`src/hdl/csr_pkg.sv`:
```
// ##########################################################
// CSR package
// Shared MMIO types, local CSR indices and the device
// feature header builder for the control/status block
// ##########################################################

package csr_pkg;

    // MMIO address in 4-byte units, as it arrives from the host
    typedef logic [15:0] mmio_addr_t;

    // Request tag, echoed back unchanged in the response
    typedef logic [8:0] tid_t;

    // One 64-bit CSR word
    typedef logic [63:0] csr_data_t;

    // Index into the 16-entry system-register bank
    typedef logic [3:0] sreg_addr_t;

    // Local CSR index, taken from address bits 3 to 1
    typedef logic [2:0] csr_idx_t;

    // Local CSR map, one entry per 8-byte word
    localparam csr_idx_t CSR_DFH        = 3'd0;
    localparam csr_idx_t CSR_ID_L       = 3'd1;
    localparam csr_idx_t CSR_ID_H       = 3'd2;
    localparam csr_idx_t CSR_RSVD       = 3'd3;
    localparam csr_idx_t CSR_SCRATCH    = 3'd4;
    localparam csr_idx_t CSR_SREG_ADDR  = 3'd5;
    localparam csr_idx_t CSR_SREG_WDATA = 3'd6;
    localparam csr_idx_t CSR_SREG_READ  = 3'd7;

    // Builds the AFU device feature header
    // Feature type 1 sits in the top nibble and bit 40 marks the end of the list
    function automatic csr_data_t dfh_afu();
        csr_data_t hdr;
        hdr = '0;
        hdr[63:60] = 4'd1;
        // Only one feature header exists in this block
        hdr[40] = 1'b1;
        return hdr;
    endfunction

endpackage

```
`src/hdl/csr_wr.sv`:
```
// ##########################################################
// MMIO write decoder
// Holds the scratch and system-register staging registers
// and forwards system-register writes to the bank
// ##########################################################

module csr_wr
    import csr_pkg::*;
(
    input  logic       clk,
    input  logic       reset,
    input  logic       req_valid,
    input  logic       req_write,
    input  mmio_addr_t req_addr,
    input  csr_data_t  req_data,
    output csr_data_t  scratch,
    output sreg_addr_t sreg_addr,
    output csr_data_t  sreg_wdata_reg,
    output logic       sreg_wr_en
);

    // Local write decode, same address window as the read side
    logic     is_wr;
    csr_idx_t idx;

    assign is_wr = req_valid && req_write && (req_addr < 16'd16) && !req_addr[0];
    assign idx   = req_addr[3:1];

    // The bank stores req_data at the edge ending the request cycle
    // It takes its index from sreg_addr, so the index must be staged first
    assign sreg_wr_en = is_wr && (idx == CSR_SREG_WDATA);

    always_ff @(posedge clk)
    begin
        if (reset)
        begin
            scratch        <= '0;
            sreg_addr      <= '0;
            sreg_wdata_reg <= '0;
        end
        else if (is_wr)
        begin
            case (idx)
                CSR_SCRATCH:
                begin
                    scratch <= req_data;
                end
                CSR_SREG_ADDR:
                begin
                    // Only the low four bits select a bank entry
                    sreg_addr <= req_data[3:0];
                end
                CSR_SREG_WDATA:
                begin
                    // Keep a copy so the host can read back what was staged
                    sreg_wdata_reg <= req_data;
                end
                // Header, ID, reserved and trigger indices are read only
                default: ;
            endcase
        end
    end

endmodule

```
`src/hdl/csr_rd.sv`:
```
// ##########################################################
// MMIO read responder
// Answers local CSR reads in the request cycle and forwards
// system-register bank data once the response port is idle
// ##########################################################

module csr_rd
    import csr_pkg::*;
#(
    parameter logic [127:0] AFU_ID = '0
)
(
    input  logic       clk,
    input  logic       reset,
    input  logic       req_valid,
    input  logic       req_write,
    input  mmio_addr_t req_addr,
    input  tid_t       req_tid,
    input  csr_data_t  scratch,
    input  sreg_addr_t sreg_addr,
    input  csr_data_t  sreg_wdata_reg,
    input  logic       sreg_rsp_valid,
    input  csr_data_t  sreg_rsp_data,
    output logic       rd_valid,
    output tid_t       rd_tid,
    output csr_data_t  rd_data,
    output logic       sreg_req
);

    // A request hits the local CSRs when the address is even and below 16
    logic     is_rd;
    csr_idx_t idx;

    // Tag of the trigger read and the state of the system-register path
    tid_t      sreg_tid;
    logic      outstanding;
    logic      pending_valid;
    csr_data_t pending_data;

    // High when the held bank word leaves this cycle
    logic send_pending;

    assign is_rd = req_valid && !req_write && (req_addr < 16'd16) && !req_addr[0];
    assign idx   = req_addr[3:1];

    // Reading the trigger index kicks off a bank read
    assign sreg_req = is_rd && (idx == CSR_SREG_READ);

    // Response mux
    // Direct reads always win and the held bank word waits for an idle cycle
    always_comb
    begin
        rd_valid     = 1'b0;
        rd_tid       = req_tid;
        rd_data      = '0;
        send_pending = 1'b0;
        if (is_rd)
        begin
            rd_valid = 1'b1;
            case (idx)
                CSR_DFH:        rd_data = dfh_afu();
                CSR_ID_L:       rd_data = AFU_ID[63:0];
                CSR_ID_H:       rd_data = AFU_ID[127:64];
                CSR_SCRATCH:    rd_data = scratch;
                CSR_SREG_ADDR:  rd_data = csr_data_t'(sreg_addr);
                CSR_SREG_WDATA: rd_data = sreg_wdata_reg;
                // Reserved word and the trigger itself both read as zero
                default:        rd_data = '0;
            endcase
        end
        else if (pending_valid)
        begin
            rd_valid     = 1'b1;
            rd_tid       = sreg_tid;
            rd_data      = pending_data;
            send_pending = 1'b1;
        end
    end

    // Remember which request asked for the bank word
    always_ff @(posedge clk)
    begin
        if (sreg_req)
        begin
            sreg_tid <= req_tid;
        end
    end

    // Outstanding covers the whole trip, from the trigger until the word is sent
    always_ff @(posedge clk)
    begin
        if (reset)
        begin
            outstanding   <= 1'b0;
            pending_valid <= 1'b0;
        end
        else
        begin
            if (sreg_req)
                outstanding <= 1'b1;
            else if (send_pending)
                outstanding <= 1'b0;

            // Only one read is in flight, so arrival and departure never overlap
            if (sreg_rsp_valid)
                pending_valid <= 1'b1;
            else if (send_pending)
                pending_valid <= 1'b0;
        end
    end

    // Pending slot captures the bank word in the cycle it arrives
    always_ff @(posedge clk)
    begin
        if (sreg_rsp_valid)
        begin
            pending_data <= sreg_rsp_data;
        end
    end

    // The host may not trigger again before the previous word has been returned
    a_single_trigger: assert property (@(posedge clk) disable iff (reset)
        sreg_req |-> !outstanding)
        else $error("trigger read while a system-register read is outstanding");

    // The bank only answers a read that this block started and has not yet received
    a_rsp_expected: assert property (@(posedge clk) disable iff (reset)
        sreg_rsp_valid |-> (outstanding && !pending_valid))
        else $error("system-register response without an outstanding read");

endmodule

```
`src/hdl/sreg_bank.sv`:
```
// ##########################################################
// System-register bank
// Sixteen 64-bit registers with an immediate write port and
// a read port that answers after a fixed number of cycles
// ##########################################################

module sreg_bank
    import csr_pkg::*;
#(
    parameter int SREG_LATENCY = 3
)
(
    input  logic       clk,
    input  logic       reset,
    input  logic       sreg_req,
    input  sreg_addr_t sreg_addr,
    input  logic       sreg_wr_en,
    input  csr_data_t  wr_data,
    output logic       sreg_rsp_valid,
    output csr_data_t  sreg_rsp_data
);

    // The counter holds at most SREG_LATENCY-1, at least one bit wide
    localparam int CNT_W = (SREG_LATENCY > 1) ? $clog2(SREG_LATENCY) : 1;

    csr_data_t        regs [16];
    logic             busy;
    logic [CNT_W-1:0] cnt;
    sreg_addr_t       rd_idx;

    // Writes land at the next edge
    always_ff @(posedge clk)
    begin
        if (reset)
        begin
            for (int i = 0; i < 16; i++)
            begin
                regs[i] <= '0;
            end
        end
        else if (sreg_wr_en)
        begin
            regs[sreg_addr] <= wr_data;
        end
    end

    // Read sequencer
    // A request loads the counter and the response fires when it reaches zero
    always_ff @(posedge clk)
    begin
        if (reset)
        begin
            busy <= 1'b0;
            cnt  <= '0;
        end
        else if (sreg_req)
        begin
            busy <= 1'b1;
            cnt  <= CNT_W'(SREG_LATENCY - 1);
        end
        else if (busy)
        begin
            if (cnt == '0)
                busy <= 1'b0;
            else
                cnt <= cnt - 1'b1;
        end
    end

    // The index is captured with the request, so later address writes do not move it
    always_ff @(posedge clk)
    begin
        if (sreg_req)
        begin
            rd_idx <= sreg_addr;
        end
    end

    // Word is read at expiry, so a write during the wait is returned
    assign sreg_rsp_valid = busy && (cnt == '0);
    assign sreg_rsp_data  = regs[rd_idx];

    // The bank serves one read at a time
    a_no_req_busy: assert property (@(posedge clk) disable iff (reset)
        sreg_req |-> !busy)
        else $error("system-register request while the bank is busy");

endmodule

```
`src/hdl/csr_top.sv`:
```
// ##########################################################
// MMIO control/status block top level
// Joins the write decoder, read responder and register bank
// ##########################################################

module csr_top
    import csr_pkg::*;
#(
    parameter logic [127:0] AFU_ID       = '0,
    parameter int           SREG_LATENCY = 3
)
(
    input  logic       clk,
    input  logic       reset,
    input  logic       req_valid,
    input  logic       req_write,
    input  mmio_addr_t req_addr,
    input  tid_t       req_tid,
    input  csr_data_t  req_data,
    output logic       rd_valid,
    output tid_t       rd_tid,
    output csr_data_t  rd_data
);

    // Staged register values from the write side
    csr_data_t  scratch;
    sreg_addr_t sreg_addr;
    csr_data_t  sreg_wdata_reg;
    logic       sreg_wr_en;

    // Bank read handshake
    logic       sreg_req;
    logic       sreg_rsp_valid;
    csr_data_t  sreg_rsp_data;

    csr_wr u_wr (
        .clk(clk), .reset(reset), .req_valid(req_valid), .req_write(req_write),
        .req_addr(req_addr), .req_data(req_data), .scratch(scratch),
        .sreg_addr(sreg_addr), .sreg_wdata_reg(sreg_wdata_reg), .sreg_wr_en(sreg_wr_en)
    );

    csr_rd #(.AFU_ID(AFU_ID)) u_rd (
        .clk(clk), .reset(reset), .req_valid(req_valid), .req_write(req_write),
        .req_addr(req_addr), .req_tid(req_tid), .scratch(scratch),
        .sreg_addr(sreg_addr), .sreg_wdata_reg(sreg_wdata_reg),
        .sreg_rsp_valid(sreg_rsp_valid), .sreg_rsp_data(sreg_rsp_data),
        .rd_valid(rd_valid), .rd_tid(rd_tid), .rd_data(rd_data), .sreg_req(sreg_req)
    );

    sreg_bank #(.SREG_LATENCY(SREG_LATENCY)) u_bank (
        .clk(clk), .reset(reset), .sreg_req(sreg_req), .sreg_addr(sreg_addr),
        .sreg_wr_en(sreg_wr_en), .wr_data(req_data),
        .sreg_rsp_valid(sreg_rsp_valid), .sreg_rsp_data(sreg_rsp_data)
    );

endmodule

```
`config.mk`:
```
export PLATFORM = sky130hd
export DESIGN_NAME = csr_top
export DESIGN_NICKNAME = d
export VERILOG_FILES = /design/src/hdl/csr_pkg.sv /design/src/hdl/csr_wr.sv /design/src/hdl/csr_rd.sv /design/src/hdl/sreg_bank.sv /design/src/hdl/csr_top.sv
export SDC_FILE = /design/constraint.sdc
export NUM_CORES = 2
export LEC_CHECK = 0
export ABC_CLOCK_PERIOD_IN_PS = 4950
export CAP_MARGIN = 20
export CORE_ASPECT_RATIO = 0.75
export CORE_MARGIN = 5
export CORE_UTILIZATION = 45
export CTS_CLUSTER_DIAMETER = 120
export DETAILED_ROUTE_END_ITERATION = 8
export DONT_BUFFER_PORTS = 1
export PLACE_DENSITY = 0.56
export SKIP_LAST_GASP = 1
export SYNTH_ARGS = -nofsm -noshare
export SYNTH_HDL_FRONTEND = slang
export SYNTH_HIERARCHICAL = 1
export SYNTH_SLANG_ARGS = --single-unit
```
`constraint.sdc`:
```
create_clock -name clk -period 4.95 [get_ports clk]
set_input_delay 0.99 -clock clk [delete_from_list [all_inputs] [get_ports clk]]
set_output_delay 0.99 -clock clk [all_outputs]
set_load 0.005 [all_outputs]
```
After elaboration in Yosys (flattened, before gate mapping)
Memory sizes are Yosys's and may differ from the RTL's. A register that Yosys moved wholly into a read port is not among the register bits.
Cells that the tools add are included.
{"block": "op_classes", "n_eq_ne": 5, "reduce_logical": 22, "bitwise": 1, "addsub": 1, "magnitude_cmp": 1, "n_mux": 24}
{"op": "$pmux 64 s4", "n": 1}
{"op": "$mux 64", "n": 3}
{"op": "$reduce_or 64->1", "n": 1}
{"op": "$mux 9", "n": 2}
{"op": "$lt 16x5->1 const B", "n": 1}
{"op": "$mux 1", "n": 14}
{"op": "$eq 3x3->1 const B", "n": 4}
{"op": "$reduce_and 2->1", "n": 5}
{"op": "$logic_and 1x1->1", "n": 9}
{"op": "$mux 2", "n": 3}
{"op": "$mux 4", "n": 1}
{"op": "$reduce_bool 2->1", "n": 2}
{"op": "$logic_not 3->1", "n": 1}
{"op": "$logic_not 1->1", "n": 2}
{"op": "$logic_not 2->1", "n": 1}
{"op": "$ne 2x2->1 const B", "n": 1}
{"op": "$reduce_or 2->1", "n": 1}
{"op": "$sub 2x1->2 const B", "n": 1}
{"op": "$not 1->1", "n": 1}
{"block": "word_totals", "regBits": 149, "output_inout_bits": 74, "inputBits": 93, "n_memories": 1, "ram_bits": 1024}
{"name": "u_bank.regs", "depth": 16, "width": 64, "read_ports": 1, "rd_ports_with_merged_regs": 1, "wr": 16, "line_no": "sreg_bank.sv:26", "text": "csr_data_t regs [16];"}

Longest topological paths before layout
{"block": "logic_depth", "depth_word": 9, "depth_mapped": 11, "depth_no_buf": 6}

Cells and area by module
Netlist, hierarchy kept.
{"mod": "sreg_bank", "seq_area_each_um2": 31009.7, "instances": 1, "cells_per_inst": 2827, "area_per_inst_um2": 45831.5}
{"mod": "csr_wr", "seq_area_each_um2": 2642.5, "instances": 1, "cells_per_inst": 611, "area_per_inst_um2": 5103.6}
{"mod": "csr_rd", "seq_area_each_um2": 2212.1, "instances": 1, "cells_per_inst": 336, "area_per_inst_um2": 3893.7}

Worst setup path before layout
No wires, ideal clock.
{"block": "synth_timing", "kind": "input port to flip-flop", "startpoint": "input req_addr[8]", "endpoint": "memory u_bank/regs[0][0] (netlist bit) (enable)", "path_slack_ns": 0.863, "stages": 10, "required_time_ns": 4.556, "setup_ns": 0.394, "arrival_time_ns": 3.693, "path_cell_list": "nor4bb_1 and4_1 buf_2 buf_6 buf_6 and2_1 or4b_4 nor3_2 buf_2 or2_2"}
{"element": "from (decl)", "line_no": "csr_top.sv:17", "text": "input mmio_addr_t req_addr,"}
{"element": "to (decl)", "line_no": "sreg_bank.sv:26"}

Worst setup path after layout
{"block": "layout_timing", "startpoint": "input req_addr[11]", "endpoint": "output rd_data[43]"}
{"block": "layout_via", "elab_chain_len": 4}
{"element": "$lt 16x5->1", "line_no": "csr_rd.sv:43", "text": "assign is_rd = req_valid && !req_write && (req_addr < 16'd16) && !req_addr[0];"}
{"element": "$logic_and 1x1->1 (2 in a row)", "line_no": "csr_rd.sv:43"}
{"element": "$mux 64", "line_no": "csr_rd.sv:57", "text": "if (is_rd)"}
{"element": "to (decl)", "line_no": "csr_top.sv:22", "text": "output csr_data_t rd_data"}
Every way passes these cells.

==> metrics.csv <==
stage,metric,value,unit
run_status,outcome,completed,
worst_setup_path,Critical Path Source,req_addr[11],
power_and_ir_drop,Logic pwr share,2.8,%
placed_design,hpwl dp,83.24,mm
die,Vert. Die Dim,312.3,um
clock_network,Clock Path Buffers,3,
die,starting density of the core,45.48,%
drt,Wirelength per Cell,29.56,um
drt,vias per inst,5.915,
clock_network,TritonCTS Buffers,130,
placed_design,IO buf count,0,
timing,fin. max-slew vios,0,
grt,vias in the first global route,31483,
clock_network,clk slew on worst S/H paths,0.06,ns
logic_synthesis,"EDFF count, synth",1101,
drt,Routed WL,158.5,mm
power_and_ir_drop,VDD IR max,0.3719,mV
clock_network,root buf cell,clkbuf_16,
grt,antenna violations before repair,7,
timing,final setup vio count,0,
timing,Worst-Margin Slew,1.279,ns
timing,FMAX,243.7,MHz
power_and_ir_drop,Int Power,17.20,mW
logic_synthesis,YS warnings,6,
clock_network,hold_buf cts,0,
cells_and_area,Final Cell Area,0.06056,sq mm
logic_synthesis,"flops & latches, synth",1241,
power_and_ir_drop,switching power,4.565,mW
cells_and_area,Largest Register,u_bank/regs,
min_path,Hold Crit Class,in -> reg,
min_path,hold path start,reset,
logic_synthesis,Synth Net Count,3867,
clock_network,Worst-Skew Late Latency,0.75,ns
grt,first-pass GRT wire length,229.2,mm
power_and_ir_drop,Lkg Pwr,20.24,nW
placed_design,Placed Instance Area,0.05657,sq mm
worst_setup_path,critical path required time,3.96,ns
power_and_ir_drop,pwr/cell area,359.5,mW/mm^2
logic_synthesis,register area share after synthesis,65.41,%
timing,Worst Skew,0.02422,ns
die,area of the core,0.1206,sq mm
die,IO Count,167,
clock_network,TritonCTS clock tree,yes,
timing,min Tclk post-route,4.103,ns
grt,total grt overflow,0,
cells_and_area,Area Growth Syn to Fin,10.45,%
worst_setup_path,"Arr. time, crit path",3.11,ns
worst_setup_path,Worst path slowest cell,a211o_4,
logic_synthesis,"Primary FF master, synth",edfxtp_1,
worst_setup_path,largest stage delay on the critical path,0.70,ns
grt,largest net degree at the start of global routing,161,
drt,routed via count,31709,
timing,fin crit share,82.89,%
logic_synthesis,Post-Syn Area per Cell,14.53,sq um
die,# rows,110,
clock_network,number of setup buffers added after CTS,0,
logic_synthesis,Post-Syn Instances,3774,
drt,1st-iter DRT viols,3935,
die,Die W,413.1,um
power_and_ir_drop,clock power share,43.1,%
worst_setup_path,Crit path max-delay family,compound AO/OA/AOI/OAI gates,
timing,Total Negative Setup Slacks,0,ns
worst_setup_path,crit path kind,in -> out,
worst_setup_path,crit-path cells,nor4_2 > nand4_1 > a211o_4 > buf_4 > o21ai_1,
clock_network,H-Tree Depth,4,
clock_network,Post-CTS Resized,0,
logic_synthesis,post-synthesis cell type count,46,
power_and_ir_drop,Sw Ratio,20.97,%
timing,Rel. slew slack,13.83,%
placed_design,Final GP Congestion,0.7240,
grt,Total GRT Usage,24.45,%
worst_setup_path,Crit path buffers/inverters,1,
drt,# DRC,0,
power_and_ir_drop,Seq pwr share,54.1,%
clock_network,Sink Count,1241,
cells_and_area,layout cells sized above 1,17.02,%
cells_and_area,Final nets,3729,
logic_synthesis,async set or reset register ratio after synthesis,0,%
timing,unrepaired setup endpoints after global routing,no,
run,Max Cap Viol,0,
worst_setup_path,startpoint class of the critical path,input pin,
drt,DRT Pass-1 Iters,6,
cells_and_area,Largest register FFs,1024,
worst_setup_path,crit end category,output pin,
die,die footprint,0.1290,sq mm
drt,antenna-violating nets left,0,
logic_synthesis,cell area after synthesis,0.05483,sq mm
timing,Final Hold Vio Count,0,
worst_setup_path,"Max FO, Critical Path",41,
==> synthesized netlist by cell type (4+ instances only) <==
cell type | count | area, sq um
nand3_1 | 129 | 645.6
o21ai_2 | 38 | 332.8
mux2i_1 | 8 | 80.08
o21ai_0 | 131 | 655.6
clkbuf_2 | 15 | 75.07
dfxtp_1 | 140 | 2803
mux4_2 | 256 | 5766
clkbuf_1 | 265 | 994.7
buf_6 | 21 | 236.5
and2_1 | 1026 | 6419
buf_4 | 9 | 67.56
nand2b_1 | 14 | 87.58
a22oi_1 | 186 | 1396
o2bb2ai_1 | 4 | 35.03
edfxtp_1 | 1101 | 33060
mux2_2 | 13 | 146.4
nor3_1 | 4 | 20.02
o21ai_1 | 24 | 120.1
buf_2 | 42 | 210.2
nand2_1 | 139 | 521.8
buf_1 | 11 | 41.29
or2_2 | 16 | 100.1
nor2_1 | 21 | 78.83
nor2b_1 | 4 | 25.02
a21oi_1 | 130 | 650.6
==> metal layers <==
layer  vias to the layer above  GRT usage [%]  wire length [um]
met5                         -              0                 0
met4                         0          5.448              2622
met3                       181          4.926             13230
met2                      1383          36.68             71470
met1                     16469          37.08             71130
li1                      13676              -                 -
==> worst register-to-register path, stage by stage (launching register included) <==
cell     delay (ns)
dfxtp_4        0.96
buf_12         0.45
mux4_2         0.56
a22oi_1        0.38
nand2_1        0.17
==> final timing paths <==
path | end | slack, ns | depth (start not counted)
setup / recovery | rd_data[43] | 0.85 | 5
hold / removal | u_wr/scratch[0] | 0.31 | 1
setup reg to reg | u_rd/pending_data[49] | 2.17 | 4
hold reg to reg | flip-flop | 0.46 | 1
==> metrics by stage <==
stage               total power [mW]  utilization (%)  std cells  hold slack, ns  setup WS (ns)
finish                         21.77            50.23       5361          0.3123         0.8471
global route                   22.47            50.22       5356          0.2757         0.6938
CTS                            21.96            50.22       5356          0.2515         0.7980
detailed placement             12.61            46.92       5128          0.4570         0.8009
global placement               12.60            46.92       5128          0.4507         0.8812
floorplan                      12.35                -       3774          0.4463         0.8630
==> power groups by stage <==
stage / clock (mW) / sequential (mW) / combinational [mW]
6_report: 9.38 / 11.8 / 0.613
2_1_floorplan: 0 / 12.0 / 0.384
3_3_place_gp: 0 / 12.0 / 0.609
5_1_grt: 10.0 / 11.8 / 0.636
3_5_place_dp: 0 / 12.0 / 0.611
4_1_cts: 9.57 / 11.8 / 0.612
==> area by class of cell <==
type	count	area (sq um)
multi-input cells	2168	17580
fillers	10071	60010
inverters	2	7.507
clock inverters	59	464.2
well taps	1624	2032
repair buffers	93	1074
clock buffers	169	3515
diodes	5	12.51
flip-flops and latches	1241	35870
==> cells in the final DEF, fill, tap and decap left out, types with 26 or more instances in the layout <==
cell       synthesis  layout
mux4_2           256     256
and2_1          1026    1025
clkbuf_1         265      32
clkinv_2           0      26
nand2_1          139     139
buf_12             0      30
dfxtp_1          140     138
o21ai_2           38      38
a22oi_1          186     186
a21oi_1          130     130
clkbuf_16          0     134
buf_4              9      63
nand3_1          129     129
edfxtp_1        1101    1101
o21ai_0          131     131
==> cells by family after synthesis <==
group                  count (synthesis)  synth area share [%]
AND/OR/NAND/NOR                     1372                 14.76
multiplexers                         277                 10.93
buffers and inverters                365                 2.978
flip-flops                          1241                 65.41
AO/OA/AOI/OAI                        519                 5.924
No activity file was read; power rests on OpenSTA's default activity.
